### config.mk
export PLATFORM = sky130hd
export DESIGN_NAME = uartRx
export DESIGN_NICKNAME = d
export VERILOG_FILES = /design/src/verilog/baudPkg.sv /design/src/verilog/uartRxPkg.sv /design/src/verilog/baudTickGen.sv /design/src/verilog/rxFrameReceiver.sv /design/src/verilog/rxHoldRegister.sv /design/src/verilog/uartRx.sv
export VERILOG_INCLUDE_DIRS = /design/src /design/src/verilog
export SDC_FILE = /design/constraint.sdc
export NUM_CORES = 1
export LEC_CHECK = 0
export BUFFER_PORTS_ARGS = -buffer_cell sky130_fd_sc_hd__buf_2
export CAP_MARGIN = 20
export CORE_MARGIN = 2
export CORE_UTILIZATION = 40
export DETAILED_ROUTE_END_ITERATION = 12
export GPL_TIMING_DRIVEN = 0
export SLEW_MARGIN = 20
export SYNTH_ARGS = -nofsm -noshare
export SYNTH_HDL_FRONTEND = slang
export SYNTH_SLANG_ARGS = --single-unit
### constraint.sdc
create_clock -name clk -period 3.88 [get_ports clk]
set_input_delay 0.388 -clock clk [delete_from_list [all_inputs] [get_ports clk]]
set_output_delay 0.388 -clock clk [all_outputs]
set_load 0.05 [all_outputs]
### src/verilog/uartRx_macros.svh
`ifndef UART_RX_MACROS_SVH
`define UART_RX_MACROS_SVH

// ticks per bit period
`define OVERSAMPLE 20

// start edge to start-bit center
`define HALF_BIT 10

// data bits per frame, sent LSB first
`define DATA_BITS 8

// length of the free-running divider
`define DIV_STAGES 13

// rate code width, codes above DIV_STAGES-1 clamp
`define SEL_WIDTH 4

`endif

### src/verilog/baudPkg.sv
`include "uartRx_macros.svh"

package baudPkg;

  // rate code k gives one tick every 2^(k+1) clocks
  typedef logic [`SEL_WIDTH-1:0] baudSel_t;

  // free-running divider value
  typedef logic [`DIV_STAGES-1:0] divCount_t;

endpackage

### src/verilog/uartRxPkg.sv
`include "uartRx_macros.svh"

package uartRxPkg;

  typedef logic [`DATA_BITS-1:0] rxByte_t;

  // parity handling opcode
  typedef enum logic [1:0] {
    PARITY_NONE,
    PARITY_EVEN,
    PARITY_ODD
  } parityMode_t;

  typedef enum logic [2:0] {
    RX_IDLE,   // waiting for a falling edge
    RX_START,  // timing to the start-bit center
    RX_DATA,
    RX_PARITY,
    RX_STOP
  } rxState_t;

  // oversample ticks within one bit
  typedef logic [$clog2(`OVERSAMPLE)-1:0] tickCount_t;

  // index of the data bit being sampled
  typedef logic [$clog2(`DATA_BITS)-1:0] bitCount_t;

endpackage

### src/verilog/baudTickGen.sv
`include "uartRx_macros.svh"

module baudTickGen (
  input  logic              clk,
  input  logic              reset,
  input  baudPkg::baudSel_t baudSel,
  output logic              sampleTick
);

  import baudPkg::*;

  divCount_t divCount;    // free-running divider
  baudSel_t  clampedSel;  // codes 13..15 act as 12
  divCount_t tickMask;    // low k+1 bits set
  logic      tickHit;

  always_comb
  begin
    if (baudSel > baudSel_t'(`DIV_STAGES - 1))
      clampedSel = baudSel_t'(`DIV_STAGES - 1);
    else
      clampedSel = baudSel;
  end

  // one bit of mask per divider stage in use
  assign tickMask = {`DIV_STAGES{1'b1}} >> (`DIV_STAGES - 1 - clampedSel);

  assign tickHit = ((divCount & tickMask) == tickMask);  // prefix all ones

  always_ff @(posedge clk)
  begin
    if (reset)
    begin
      divCount <= '0;
    end
    else
    begin
      divCount <= divCount + 1'b1;
    end
  end

  // registered so the enable is a clean single-cycle pulse
  always_ff @(posedge clk)
  begin
    if (reset)
    begin
      sampleTick <= 1'b0;
    end
    else
    begin
      sampleTick <= tickHit;
    end
  end

endmodule

### src/verilog/rxFrameReceiver.sv
`include "uartRx_macros.svh"

module rxFrameReceiver (
  input  logic                   clk,
  input  logic                   reset,
  input  logic                   rx,
  input  logic                   sampleTick,
  input  uartRxPkg::parityMode_t parityMode,
  output logic                   byteDone,
  output uartRxPkg::rxByte_t     byteData,
  output logic                   byteParityBit,
  output logic                   byteParityError,
  output logic                   byteFrameError
);

  import uartRxPkg::*;

  logic       rxMeta;     // first sync stage
  logic       rxSync;     // line as seen by the FSM
  logic       rxPrev;     // for edge detection
  logic       startEdge;
  logic       halfTick;   // start-bit center reached
  logic       bitTick;    // center of a later bit
  logic       dataXor;
  rxState_t   state;
  tickCount_t tickCount;
  bitCount_t  bitCount;
  rxByte_t    shiftReg;
  logic       parityBit;

  // line idles high, so the sync chain resets to 1
  always_ff @(posedge clk)
  begin
    if (reset)
    begin
      rxMeta <= 1'b1;
      rxSync <= 1'b1;
      rxPrev <= 1'b1;
    end
    else
    begin
      rxMeta <= rx;
      rxSync <= rxMeta;
      rxPrev <= rxSync;
    end
  end

  assign startEdge = rxPrev & ~rxSync;  // falling edge
  assign halfTick  = sampleTick && (tickCount == tickCount_t'(`HALF_BIT - 1));
  assign bitTick   = sampleTick && (tickCount == tickCount_t'(`OVERSAMPLE - 1));

  always_ff @(posedge clk)
  begin
    if (reset)
    begin
      state     <= RX_IDLE;
      tickCount <= '0;
      bitCount  <= '0;
    end
    else
    begin
      case (state)
        RX_IDLE:
        begin
          if (startEdge)
          begin
            state     <= RX_START;
            tickCount <= '0;
          end
        end
        RX_START:
        begin
          if (halfTick)
          begin
            tickCount <= '0;
            bitCount  <= '0;
            state     <= rxSync ? RX_IDLE : RX_DATA;  // high here means a glitch
          end
          else if (sampleTick)
            tickCount <= tickCount + 1'b1;
        end
        RX_DATA:
        begin
          if (bitTick)
          begin
            tickCount <= '0;
            if (bitCount == bitCount_t'(`DATA_BITS - 1))
              state <= (parityMode == PARITY_NONE) ? RX_STOP : RX_PARITY;
            else
              bitCount <= bitCount + 1'b1;
          end
          else if (sampleTick)
            tickCount <= tickCount + 1'b1;
        end
        RX_PARITY:
        begin
          if (bitTick)
          begin
            tickCount <= '0;
            state     <= RX_STOP;
          end
          else if (sampleTick)
            tickCount <= tickCount + 1'b1;
        end
        RX_STOP:
        begin
          if (bitTick)
            state <= RX_IDLE;  // same cycle as byteDone
          else if (sampleTick)
            tickCount <= tickCount + 1'b1;
        end
        default:
          state <= RX_IDLE;
      endcase
    end
  end

  // data bits shift in from the top, LSB first
  always_ff @(posedge clk)
  begin
    if (state == RX_DATA && bitTick)
      shiftReg <= {rxSync, shiftReg[`DATA_BITS-1:1]};
    if (state == RX_PARITY && bitTick)
      parityBit <= rxSync;
  end

  assign byteDone       = (state == RX_STOP) && bitTick;
  assign byteData       = shiftReg;
  assign byteFrameError = ~rxSync;  // stop sample taken this cycle
  assign dataXor        = ^{shiftReg, parityBit};

  always_comb
  begin
    case (parityMode)
      PARITY_EVEN:
      begin
        byteParityBit   = parityBit;
        byteParityError = dataXor;
      end
      PARITY_ODD:
      begin
        byteParityBit   = parityBit;
        byteParityError = ~dataXor;
      end
      default:
      begin
        byteParityBit   = 1'b0;  // no parity bit on the line
        byteParityError = 1'b0;
      end
    endcase
  end

endmodule

### src/verilog/rxHoldRegister.sv
module rxHoldRegister (
  input  logic               clk,
  input  logic               reset,
  input  logic               byteDone,
  input  uartRxPkg::rxByte_t byteData,
  input  logic               byteParityBit,
  input  logic               byteParityError,
  input  logic               byteFrameError,
  input  logic               rxRead,
  output uartRxPkg::rxByte_t rxData,
  output logic               rxParityBit,
  output logic               parityError,
  output logic               frameError,
  output logic               rxValid,
  output logic               overrun
);

  // payload, loaded on every finished frame
  always_ff @(posedge clk)
  begin
    if (byteDone)
    begin
      rxData      <= byteData;
      rxParityBit <= byteParityBit;
    end
  end

  always_ff @(posedge clk)
  begin
    if (reset)
    begin
      rxValid     <= 1'b0;
      overrun     <= 1'b0;
      parityError <= 1'b0;
      frameError  <= 1'b0;
    end
    else
    begin
      if (byteDone)
      begin
        parityError <= byteParityError;  // status follows the held byte
        frameError  <= byteFrameError;
      end

      // a new byte wins over a read in the same cycle
      if (byteDone)
        rxValid <= 1'b1;
      else if (rxRead)
        rxValid <= 1'b0;

      if (rxRead)
        overrun <= 1'b0;
      else if (byteDone && rxValid)
        overrun <= 1'b1;  // unread byte overwritten
    end
  end

endmodule

### src/verilog/uartRx.sv
module uartRx (
  input  logic                   clk,
  input  logic                   reset,
  input  logic                   rx,
  input  baudPkg::baudSel_t      baudSel,
  input  uartRxPkg::parityMode_t parityMode,
  input  logic                   rxRead,
  output uartRxPkg::rxByte_t     rxData,
  output logic                   rxParityBit,
  output logic                   rxValid,
  output logic                   parityError,
  output logic                   frameError,
  output logic                   overrun
);

  import uartRxPkg::*;

  logic    sampleTick;     // oversample enable
  logic    byteDone;
  rxByte_t byteData;
  logic    byteParityBit;
  logic    byteParityError;
  logic    byteFrameError;

  baudTickGen tickGen0 (
    .clk        (clk),
    .reset      (reset),
    .baudSel    (baudSel),
    .sampleTick (sampleTick)
  );

  rxFrameReceiver frameRx0 (
    .clk             (clk),
    .reset           (reset),
    .rx              (rx),
    .sampleTick      (sampleTick),
    .parityMode      (parityMode),
    .byteDone        (byteDone),
    .byteData        (byteData),
    .byteParityBit   (byteParityBit),
    .byteParityError (byteParityError),
    .byteFrameError  (byteFrameError)
  );

  rxHoldRegister holdReg0 (
    .clk             (clk),
    .reset           (reset),
    .byteDone        (byteDone),
    .byteData        (byteData),
    .byteParityBit   (byteParityBit),
    .byteParityError (byteParityError),
    .byteFrameError  (byteFrameError),
    .rxRead          (rxRead),
    .rxData          (rxData),
    .rxParityBit     (rxParityBit),
    .parityError     (parityError),
    .frameError      (frameError),
    .rxValid         (rxValid),
    .overrun         (overrun)
  );

endmodule

==> flow_metrics.py, run 1 <==
metrics = {
    "global_route": {
        "grt.overflow.total": 0,
        "grt_pass1_vias": 1498,
        "grt_usage_pct": 13.9,
        "grt_pass1_wl_mm": 6.89,
        "grt_antenna_before_repair": 0,
        "grt_max_degree": 17,
    },
    "detailed_routing": {
        "avgViaCountPerCell": 5.11,
        "routedWlPerCell_um": 13.0,
        "route.detailed.drc": 0,
        "vias": 1647,
        "wirelength_mm": 4.18,
        "ant_nets": 0,
        "drt-initial-drc-count": 65,
        "dr.pass1.iters": 5,
    },
    "layout": {
        "syn_to_final_growth_pct": 14.3,
        "drive_gt1_share_pct": 20.4,
        "nets": 268,
        "finalInstanceArea_um2": 2660,
        "antenna_cells": 0,
        "fin_cells": 322,
    },
    "sta": {
        "min_period_ps": 2070,
        "slew_headroom_pct": 53.5,
        "hold_violations": 0,
        "clock.fmax_mhz": 482,
        "worst_pin_slew_ps": 696,
        "setup_viol": 0,
        "fin_crit_sh_pct": 53.5,
        "tns_ps": 0,
        "hold_ws_ps": 252,
        "final-max-slew-violation-count": 0,
        "rsz0062_at_grt": "no",
        "finClkSkew_ps": 6.04,
    },
    "place": {
        "post_dp_cell_area_um2": 2520,
        "hpwl_mm": 2.94,
        "port_buffers": 21,
        "dp_cells": 314,
        "routabilityCongestion": 0.783,
    },
    "min_path": {
        "hold_path_startpoint": "rxRead",
        "min_path_type": "in2reg",
        "worstHoldEndpoint": "holdReg0.overrun",
        "hold_path_depth": 2,
    },
    "setup_path": {
        "r2r_start": "frameRx0.tickCount[0]",
        "reg2regPathDepth": 4,
        "r2r_slack_ps": 1810,
        "path_class": "reg2reg",
        "worstSetupEndpointType": "flip-flop",
        "crit_fanout": 8,
        "cp.arrival_ps": 2010,
        "required_ps": 3820,
        "r2r-end": "frameRx0.byteData[1]",
        "start_kind": "flip-flop",
    },
    "clock_tree": {
        "cts.sinks": 50,
        "clk_pin_slew_ps": 90,
        "cts_buffer_depth": 2,
        "cts_tree": "built",
        "hold_buffers": 0,
        "h-tree-depth": 2,
        "numCtsBuffers": 5,
        "clock-root-buffer": "clkbuf_8",
        "worstSkewPairLatency_ps": 300,
        "cts_setup_buffers": 0,
        "cts_resized": 0,
    },
    "floorplan": {
        "rows": 27,
        "die_area_um2": 6440,
        "io_pins": 23,
        "die_w_um": 80.2,
        "core_area_um2": 5570,
        "start_util_pct": 41.7,
        "die_h_um": 80.2,
    },
    "synthesis": {
        "synth.distinct_cells": 49,
        "synth_top_cells_by_count": "dfxtp_1, nor2_1, edfxtp_1",
        "yosysTopAreaCellShare_pct": 27.6,
        "ys_seq_area_share_pct": 50.8,
        "synthArstFlopShare_pct": 0,
        "ys_ff_latch": 50,
        "netlist_area_um2": 2320,
        "synth_area_leaders": "dfxtp_1, edfxtp_1, ha_1",
        "synth_area_per_cell_um2": 10.5,
        "yosysTopAreaCell": "dfxtp_1",
        "synth_nets": 240,
        "syn-instance-count": 221,
        "synth_edf_count": 18,
        "ys_warn_count": 0,
        "synth.most_common_cell": "dfxtp_1",
        "ys.flop_type": "dfxtp_1",
    },
    "power_and_ir_drop": {
        "combPwrFrac_pct": 4.7,
        "swShare_pct": 20.3,
        "p_leak_uw": 0.000996,
        "power_density_nw_per_um2": 388,
        "ir_drop_mv": 0.202,
        "switchingPower_uw": 209,
        "p_seq_share_pct": 53.3,
        "clockPowerShare_pct": 42.0,
        "p_int_uw": 821,
    },
    "outcome": {
        "status": "completed",
    },
    "flow_run": {
        "maxCapViolCount": 0,
    },
}
[layout by cell type (no fill, tap or decap), types with 2 or more instances in the layout]
master / count
nand3_1: 5
nor3_1: 6
edfxtp_1: 18
buf_4: 2
buf_2: 22
nand2_1: 17
o21ai_0: 6
xnor2_1: 10
a21oi_1: 12
nor2b_1: 2
inv_1: 9
nor2_1: 25
xor2_1: 9
nand4_1: 4
or2_2: 3
o22ai_1: 3
ha_1: 9
or3_1: 2
a211oi_1: 4
o21a_1: 2
a31oi_1: 2
o211ai_1: 3
bufinv_16: 2
and3_1: 2
o2111ai_1: 2
clkbuf_1: 4
dfxtp_1: 32
a211oi_2: 2
clkbuf_8: 5
nand2b_1: 4
[through the flow]
stage	power, µW	worst slack [ps]	utilization, %
2_1_floorplan	594	2110	-
3_3_place_gp	609	1840	45.2
3_5_place_dp	609	1790	45.2
4_1_cts	1050	1780	47.7
5_1_grt	1070	1670	47.7
6_report	1030	1810	47.7
[worst max path at each step]
stage,start,to
6_report,frameRx0.tickCount[0],frameRx0.byteData[1]
5_1_grt,frameRx0.tickCount[0],frameRx0.byteData[1]
4_1_cts,frameRx0.tickCount[0],frameRx0.byteData[1]
3_5_place_dp,frameRx0.tickCount[0],frameRx0.byteData[3]
3_3_place_gp,baudSel[2],tickGen0.sampleTick
2_1_floorplan,frameRx0.tickCount[0],frameRx0.byteData[0]
[layout make-up]
type | count | area, µm²
well taps | 72 | 90.1
inverters | 9 | 33.8
plain buffers | 7 | 35.0
multi-input cells | 155 | 1070
fillers | 539 | 2920
clock inverters | 3 | 68.8
repair buffers | 21 | 105
clock buffers | 5 | 68.8
flip-flops and latches | 50 | 1180
[flip-flops by register name (all words and copies together), names as in the netlist]
name	count
holdReg0.rxData	8
frameRx0.rxSync	1
frameRx0.state	3
tickGen0.divCount	13
frameRx0.bitCount	3
holdReg0.rxParityBit	1
frameRx0.parityBit	1
frameRx0.rxPrev	1
holdReg0.overrun	1
frameRx0.tickCount	5
frameRx0.byteData	8
tickGen0.sampleTick	1
holdReg0.frameError	1
frameRx0.rxMeta	1
holdReg0.parityError	1
holdReg0.rxValid	1
[critical path, cell delays in order (launching register included)]
cell and delay (ps):
dfxtp_1 400, ha_1 210, and4bb_4 310, nand4_1 200, nor2_1 600
[layer usage]
layer | vias up | share of wire (%) | global-route usage, %
met5 | - | 0 | 0
met4 | 0 | 1.2 | 5.08
met3 | 4 | 3.8 | 3.37
met2 | 29 | 48 | 24.4
met1 | 778 | 47 | 16.5
li1 | 836 | - | -
[cell families (layout without fill, tap and decap cells)]
kind of cell | after synthesis | count (layout) | synth area share (%)
xor+xnor | 21 | 21 | 8.83
mux | 1 | 1 | 0.431
buf+inv | 16 | 45 | 2.96
flops | 50 | 50 | 50.8
fa+ha+maj | 9 | 9 | 4.84
compound gates | 44 | 44 | 13.8
simple gates | 80 | 80 | 18.3
[power by group through the flow]
stage	logic, µW	clock network, µW	registers (µW)
global placement	48.1	0	560
CTS	48.9	450	549
global route	54.6	465	549
floorplan	34.5	0	559
finish	48.8	433	549
detailed placement	48.6	0	561
Power figures use the tool's default switching activity.
==> run 2: changes to the inputs <==
--- a/config.mk
+++ b/config.mk
@@ -6,6 +6,7 @@
 export SDC_FILE = /design/constraint.sdc
 export NUM_CORES = 1
 export LEC_CHECK = 0
+export ABC_AREA = 1
 export BUFFER_PORTS_ARGS = -buffer_cell sky130_fd_sc_hd__buf_2
 export CAP_MARGIN = 20
 export CORE_MARGIN = 2
==> constraint.sdc (replaced) <==
create_clock -name clk -period 2 [get_ports clk]
set_input_delay 0.2 -clock clk [delete_from_list [all_inputs] [get_ports clk]]
set_output_delay 0.2 -clock clk [all_outputs]
set_load 0.05 [all_outputs]
==> flow_metrics.py, run 2 <==
metrics = {
    "global_route": {
        "grt_pass1_wl_mm": 7.99,
        "grt_pass1_vias": 1870,
        "grt_max_degree": 19,
        "grt.overflow.total": 0,
        "grtUsageMet1_pct": 17.2,
        "grt_usage_pct": 13.9,
        "busiest_layer": "met2",
        "use_met2_pct": 23.1,
        "grt_antenna_before_repair": 0,
        "use_met3_pct": 3.38,
    },
    "sta": {
        "tns_ps": 0,
        "fin_crit_sh_pct": 87.1,
        "hold_violations": 0,
        "slew_headroom_pct": 68.8,
        "rsz0062_at_grt": "no",
        "final-max-slew-violation-count": 0,
        "clock.fmax_mhz": 574,
        "finClkSkew_ps": 13.0,
        "min_period_ps": 1740,
        "setup_viol": 0,
        "hold_ws_ps": 86.2,
        "worst_pin_slew_ps": 467,
    },
    "power_and_ir_drop": {
        "ir_drop_mv": 0.295,
        "p_leak_uw": 0.00119,
        "power_density_nw_per_um2": 748,
    },
    "clock_tree": {
        "cts_resized": 0,
        "worstSkewPairLatency_ps": 310,
        "h-tree-depth": 2,
        "clock-root-buffer": "clkbuf_8",
        "clk_pin_slew_ps": 90,
        "cts_tree": "built",
        "cts.sinks": 50,
        "cts_buffer_depth": 2,
        "hold_buffers": 0,
        "cts_setup_buffers": 0,
        "numCtsBuffers": 5,
    },
    "synthesis": {
        "yosysTopAreaCellShare_pct": 25.7,
        "ys_ff_latch": 50,
        "synthArstFlopShare_pct": 0,
        "netlist_area_um2": 2490,
        "synth_top_cells_by_count": "nand2_1, inv_1, dfxtp_1",
        "syn-instance-count": 311,
        "yosysTopAreaCell": "dfxtp_1",
        "synth_area_per_cell_um2": 8.02,
        "synth_edf_count": 18,
        "synth_area_leaders": "dfxtp_1, edfxtp_1, nand2_1",
        "synth.distinct_cells": 34,
        "synth_nets": 330,
        "ys_seq_area_share_pct": 47.4,
        "ys_warn_count": 0,
        "synth.most_common_cell": "nand2_1",
        "ys.flop_type": "dfxtp_1",
    },
    "floorplan": {
        "rows": 28,
        "die_w_um": 83.0,
        "die_area_um2": 6880,
        "start_util_pct": 41.9,
        "core_area_um2": 5960,
        "io_pins": 23,
        "die_h_um": 83.0,
    },
    "layout": {
        "regMostFlops": "tickGen0.divCount",
        "drive_gt1_share_pct": 17.6,
        "final_cell_mix": "nand2_1, inv_1, dfxtp_1",
        "nets": 359,
        "antenna_cells": 0,
        "syn_to_final_growth_pct": 12.1,
        "largest_reg_flops": 13,
        "fin_util_pct": 46.9,
        "final_common_cell": "nand2_1",
    },
    "setup_path": {
        "reg2regPathDepth": 6,
        "critical-path-slowest-cell": "dfxtp_1",
        "r2r_start": "frameRx0.tickCount[0]",
        "cp.arrival_ps": 1980,
        "crit_fanout": 9,
        "worstSetupStartpoint": "frameRx0.tickCount[0]",
        "r2r-end": "frameRx0.bitCount[2]",
        "crit_family": "simple AND/OR/NAND/NOR gates",
        "path_class": "reg2reg",
        "start_kind": "flip-flop",
        "r2r_slack_ps": 260,
        "critical_path.cell_chain": "ha_1 > nand4_4 > nor2_2 > and3_1 > nand2_1 > a21oi_1",
        "worstSetupEndpointType": "flip-flop",
        "cp-endpoint": "frameRx0.bitCount[2]",
        "critPathBufInv": 0,
        "cpPeakStageDelay_ps": 400,
        "required_ps": 2240,
        "crit_cells": 6,
    },
    "place": {
        "routabilityCongestion": 0.849,
        "hpwl_mm": 3.35,
        "port_buffers": 22,
    },
    "detailed_routing": {
        "drt-initial-drc-count": 98,
        "route.detailed.drc": 0,
        "avgViaCountPerCell": 4.75,
        "ant_nets": 0,
        "vias": 1978,
        "dr.pass1.iters": 4,
        "wirelength_mm": 4.39,
        "routedWlPerCell_um": 10.5,
    },
    "flow_run": {
        "maxCapViolCount": 0,
    },
    "min_path": {
        "min_path_type": "in2reg",
    },
    "outcome": {
        "status": "completed",
    },
}
[run 2: cell count changes in the layout (fill, tap and decap cells not counted), moves of 4 or more]
cell / change
nand3_1: +18
xor2_1: -8
inv_1: +38
nand2_2: +6
a21oi_1: +6
a211oi_1: -4
xnor2_1: -8
nand2_1: +49
inv_2: +8
nand2b_1: -4
o21ai_1: +8
[run 2: how the worst min path moves through the flow]
stage | depth (start not counted) | startpoint | endpoint | slack (ps)
floorplan | 1 | rx | frameRx0.rxMeta | 300
CTS | 2 | rx | frameRx0.rxMeta | 80
global route | 2 | rx | frameRx0.rxMeta | 70
global placement | 1 | frameRx0.rxMeta | frameRx0.rxSync | 400
finish | 2 | rx | frameRx0.rxMeta | 90
detailed placement | 2 | rx | frameRx0.rxMeta | 400
[run 2: where the power goes]
group	internal (µW)	leakage, µW	switching (µW)
clock	259	0.0000502	357
sequential	1070	0.000420	26.0
combinational	129	0.000722	248
total	1460	0.00119	631
[run 2: worst reg2reg max path: cells and delay by family (launching register included)]
kind,cells,cell delay (ps)
AND/OR/NAND/NOR,4,910
flip-flops,1,400
adder cells (fa/ha/maj),1,250
AO/OA/AOI/OAI,1,110
[run 2: layout make-up]
| type | instances | area [µm²] |
|---|---|---|
| Fill cell | 595 | 3160 |
| Sequential cell | 50 | 1180 |
| Multi-Input combinational cell | 204 | 1100 |
| Inverter | 55 | 206 |
| Timing Repair Buffer | 22 | 110 |
| Tap cell | 75 | 93.8 |
| Clock buffer | 5 | 68.8 |
| Clock inverter | 3 | 28.8 |
| Buffer | 2 | 7.51 |
[run 2: cells by family after synthesis]
family          after synthesis  share of synthesized area [%]
buf+inv                      57                           8.58
simple gates                143                           27.4
compound gates               49                           11.0
flops                        50                           47.4
xor+xnor                      3                           1.05
fa+ha+maj                     9                           4.52
[run 2: routing by layer]
| metal | wire length [µm] | share of wire, % | vias to the layer above |
|---|---|---|---|
| li1 | - | - | 1073 |
| met2 | 2020 | 46 | 30 |
| met3 | 145 | 3.3 | 7 |
| met1 | 2130 | 49 | 868 |
| met4 | 91 | 2.1 | 0 |
| met5 | 0 | 0 | - |
[run 2: metrics by stage]
stage                     total power, µW  std cells  setup WS [ps]  instance area (µm²)
final                                2090        416            258                 2800
after global routing                 2230        416           88.4                 2800
after CTS                            2120        416            208                 2800
after detailed placement             1500        408            124                 2700
after global placement               1500        408            121                 2700
after floorplan                      1420        311            472                 2490
==> run 3: changes to the inputs <==
--- a/config.mk
+++ b/config.mk
@@ -9,6 +9,7 @@
 export ABC_AREA = 1
 export BUFFER_PORTS_ARGS = -buffer_cell sky130_fd_sc_hd__buf_2
 export CAP_MARGIN = 20
+export CORE_ASPECT_RATIO = 1.5
 export CORE_MARGIN = 2
 export CORE_UTILIZATION = 40
 export DETAILED_ROUTE_END_ITERATION = 12
@@ -17,3 +18,4 @@
 export SYNTH_ARGS = -nofsm -noshare
 export SYNTH_HDL_FRONTEND = slang
 export SYNTH_SLANG_ARGS = --single-unit
+export TNS_END_PERCENT = 10
==> constraint.sdc (replaced) <==
create_clock -name clk -period 2 [get_ports clk]
set_input_delay 0.4 -clock clk [delete_from_list [all_inputs] [get_ports clk]]
set_output_delay 0.4 -clock clk [all_outputs]
set_load 0.05 [all_outputs]
==> flow_metrics.py, run 3 (synthesis gave the netlist of run 2 again) <==
metrics = {
    "setup_path": {
        "path_class": "in2reg",
        "critical-path-slowest-cell": "ha_1",
        "worstSetupEndpointType": "flip-flop",
        "crit_fanout": 5,
        "cp_common_cell": "nand2_1",
        "required_ps": 2220,
        "start_kind": "input pin",
        "cpPeakStageDelay_ps": 230,
        "critical_path.cell_chain": "buf_2 > nand2_1 > inv_1 > nor2_1 > inv_1 > ha_1 > xnor2_2 > inv_2 > nand2_1 > nand2_1 > nand3_1 > nor2_1 > nand3_1 > a21oi_1",
        "cp.arrival_ps": 1910,
    },
    "layout": {
        "antenna_cells": 0,
        "drive_gt1_share_pct": 17.9,
        "final_common_cell": "nand2_1",
        "largest_reg_flops": 13,
        "regMostFlops": "tickGen0.divCount",
        "fillers": 621,
        "final_cell_mix": "nand2_1, inv_1, dfxtp_1",
        "fin_util_pct": 46.3,
        "nets": 359,
        "fin_cells": 415,
        "finalInstanceArea_um2": 2820,
        "syn_to_final_growth_pct": 13.0,
    },
    "floorplan": {
        "die_w_um": 68.5,
        "start_util_pct": 41.0,
        "io_pins": 23,
        "core_area_um2": 6090,
        "rows": 35,
        "die_h_um": 101,
        "die_area_um2": 6890,
    },
    "sta": {
        "min_period_ps": 1680,
        "setup_viol": 0,
        "worst_pin_slew_ps": 447,
        "clock.fmax_mhz": 594,
        "fin_crit_sh_pct": 84.1,
        "final-max-slew-violation-count": 0,
        "slew_headroom_pct": 70.2,
        "finClkSkew_ps": 4.59,
        "hold_violations": 0,
        "tns_ps": 0,
        "rsz0062_at_grt": "no",
        "fin_ws_ps": 317,
    },
    "place": {
        "routabilityCongestion": 0.829,
        "hpwl_mm": 3.61,
        "dp_cells": 407,
        "post_dp_cell_area_um2": 2700,
        "place_ws_ps": -102,
        "port_buffers": 22,
    },
    "detailed_routing": {
        "route.detailed.drc": 0,
        "ant_nets": 0,
        "dr.pass1.iters": 4,
        "drt-initial-drc-count": 106,
        "routedWlPerCell_um": 11.1,
        "avgViaCountPerCell": 4.88,
        "vias": 2024,
        "wirelength_mm": 4.59,
    },
    "clock_tree": {
        "hold_buffers": 0,
        "numCtsBuffers": 5,
        "cts_tree": "built",
        "cts.sinks": 50,
        "cts_buffer_depth": 2,
        "clk_pin_slew_ps": 90,
        "clock-root-buffer": "clkbuf_8",
        "worstSkewPairLatency_ps": 300,
        "h-tree-depth": 2,
    },
    "flow_run": {
        "maxCapViolCount": 0,
    },
    "power_and_ir_drop": {
        "p_leak_uw": 0.00121,
        "ir_drop_mv": 0.347,
        "power_density_nw_per_um2": 778,
    },
    "global_route": {
        "grt_max_degree": 16,
        "grt_pass1_vias": 1913,
        "grt.overflow.total": 0,
        "grt_antenna_before_repair": 0,
        "grt_pass1_wl_mm": 8.09,
        "grt_usage_pct": 15.3,
    },
    "min_path": {
        "min_path_type": "in2reg",
    },
    "outcome": {
        "status": "completed",
    },
}
==> run 3: cell types whose count changed in the layout (fill, tap and decap cells not counted) <==
| cell | before | now |
|---|---|---|
| clkinv_2 | 0 | 2 |
| xnor2_2 | 0 | 1 |
| nor2_2 | 3 | 2 |
| nor2_4 | 2 | 3 |
| inv_8 | 1 | 0 |
| clkinv_4 | 2 | 0 |
| bufinv_16 | 0 | 1 |
| xnor2_1 | 2 | 1 |
==> run 3: final timing paths <==
path / slack [ps] / from / cells past startpoint / endpoint
min: 270 / rx / 2 / frameRx0.rxMeta
max: 320 / baudSel[2] / 14 / tickGen0.sampleTick
max reg2reg: 350 / frameRx0.tickCount[0] / 6 / frameRx0.bitCount[2]
min reg2reg: 420 / frameRx0.rxMeta / 1 / frameRx0.rxSync
==> run 3: routing by layer <==
metal / GRT usage, % / up-vias / wire, µm
li1: - / 1070 / -
met1: 16.4 / 918 / 1880
met2: 27.9 / 28 / 2490
met3: 3.02 / 8 / 123
met4: 6.46 / 0 / 100
met5: 0 / - / 0
==> run 3: critical path: cells and delay by family <==
kind | cells | cell delay (ps)
AND/OR/NAND/NOR | 7 | 550
buffers and inverters | 4 | 360
adder cells (fa/ha/maj) | 1 | 230
XOR/XNOR | 1 | 180
AO/OA/AOI/OAI | 1 | 170
==> run 3: layout make-up <==
cell class              count  area, µm²  area share (%)
repair buffers             22        110            3.91
well taps                  74       92.6            3.29
clock inverters             3       40.0            1.42
plain buffers               2       7.51           0.266
inverters                  55        206            7.33
flip-flops and latches     50       1180            41.9
multi-input cells         204       1110            39.4
clock buffers               5       68.8            2.44
==> run 3: through the flow <==
step                total power (µW)  hold slack [ps]
floorplan                       1420              389
global route                    2300              280
CTS                             2200              271
finish                          2190              275
global placement                1500              410
detailed placement              1510              403
==> run 3: report_power, final <==
part	total [µW]	leakage [µW]	switching, µW	internal (µW)
logic	387	0.000728	256	130
clock network	704	0.0000579	335	368
registers	1100	0.000420	27.9	1070
==> run 3: what timing repair did <==
item	4_1_cts	5_1_grt
resized for setup	0	2
setup endpoints to repair	0	3
setup buffers	0	0
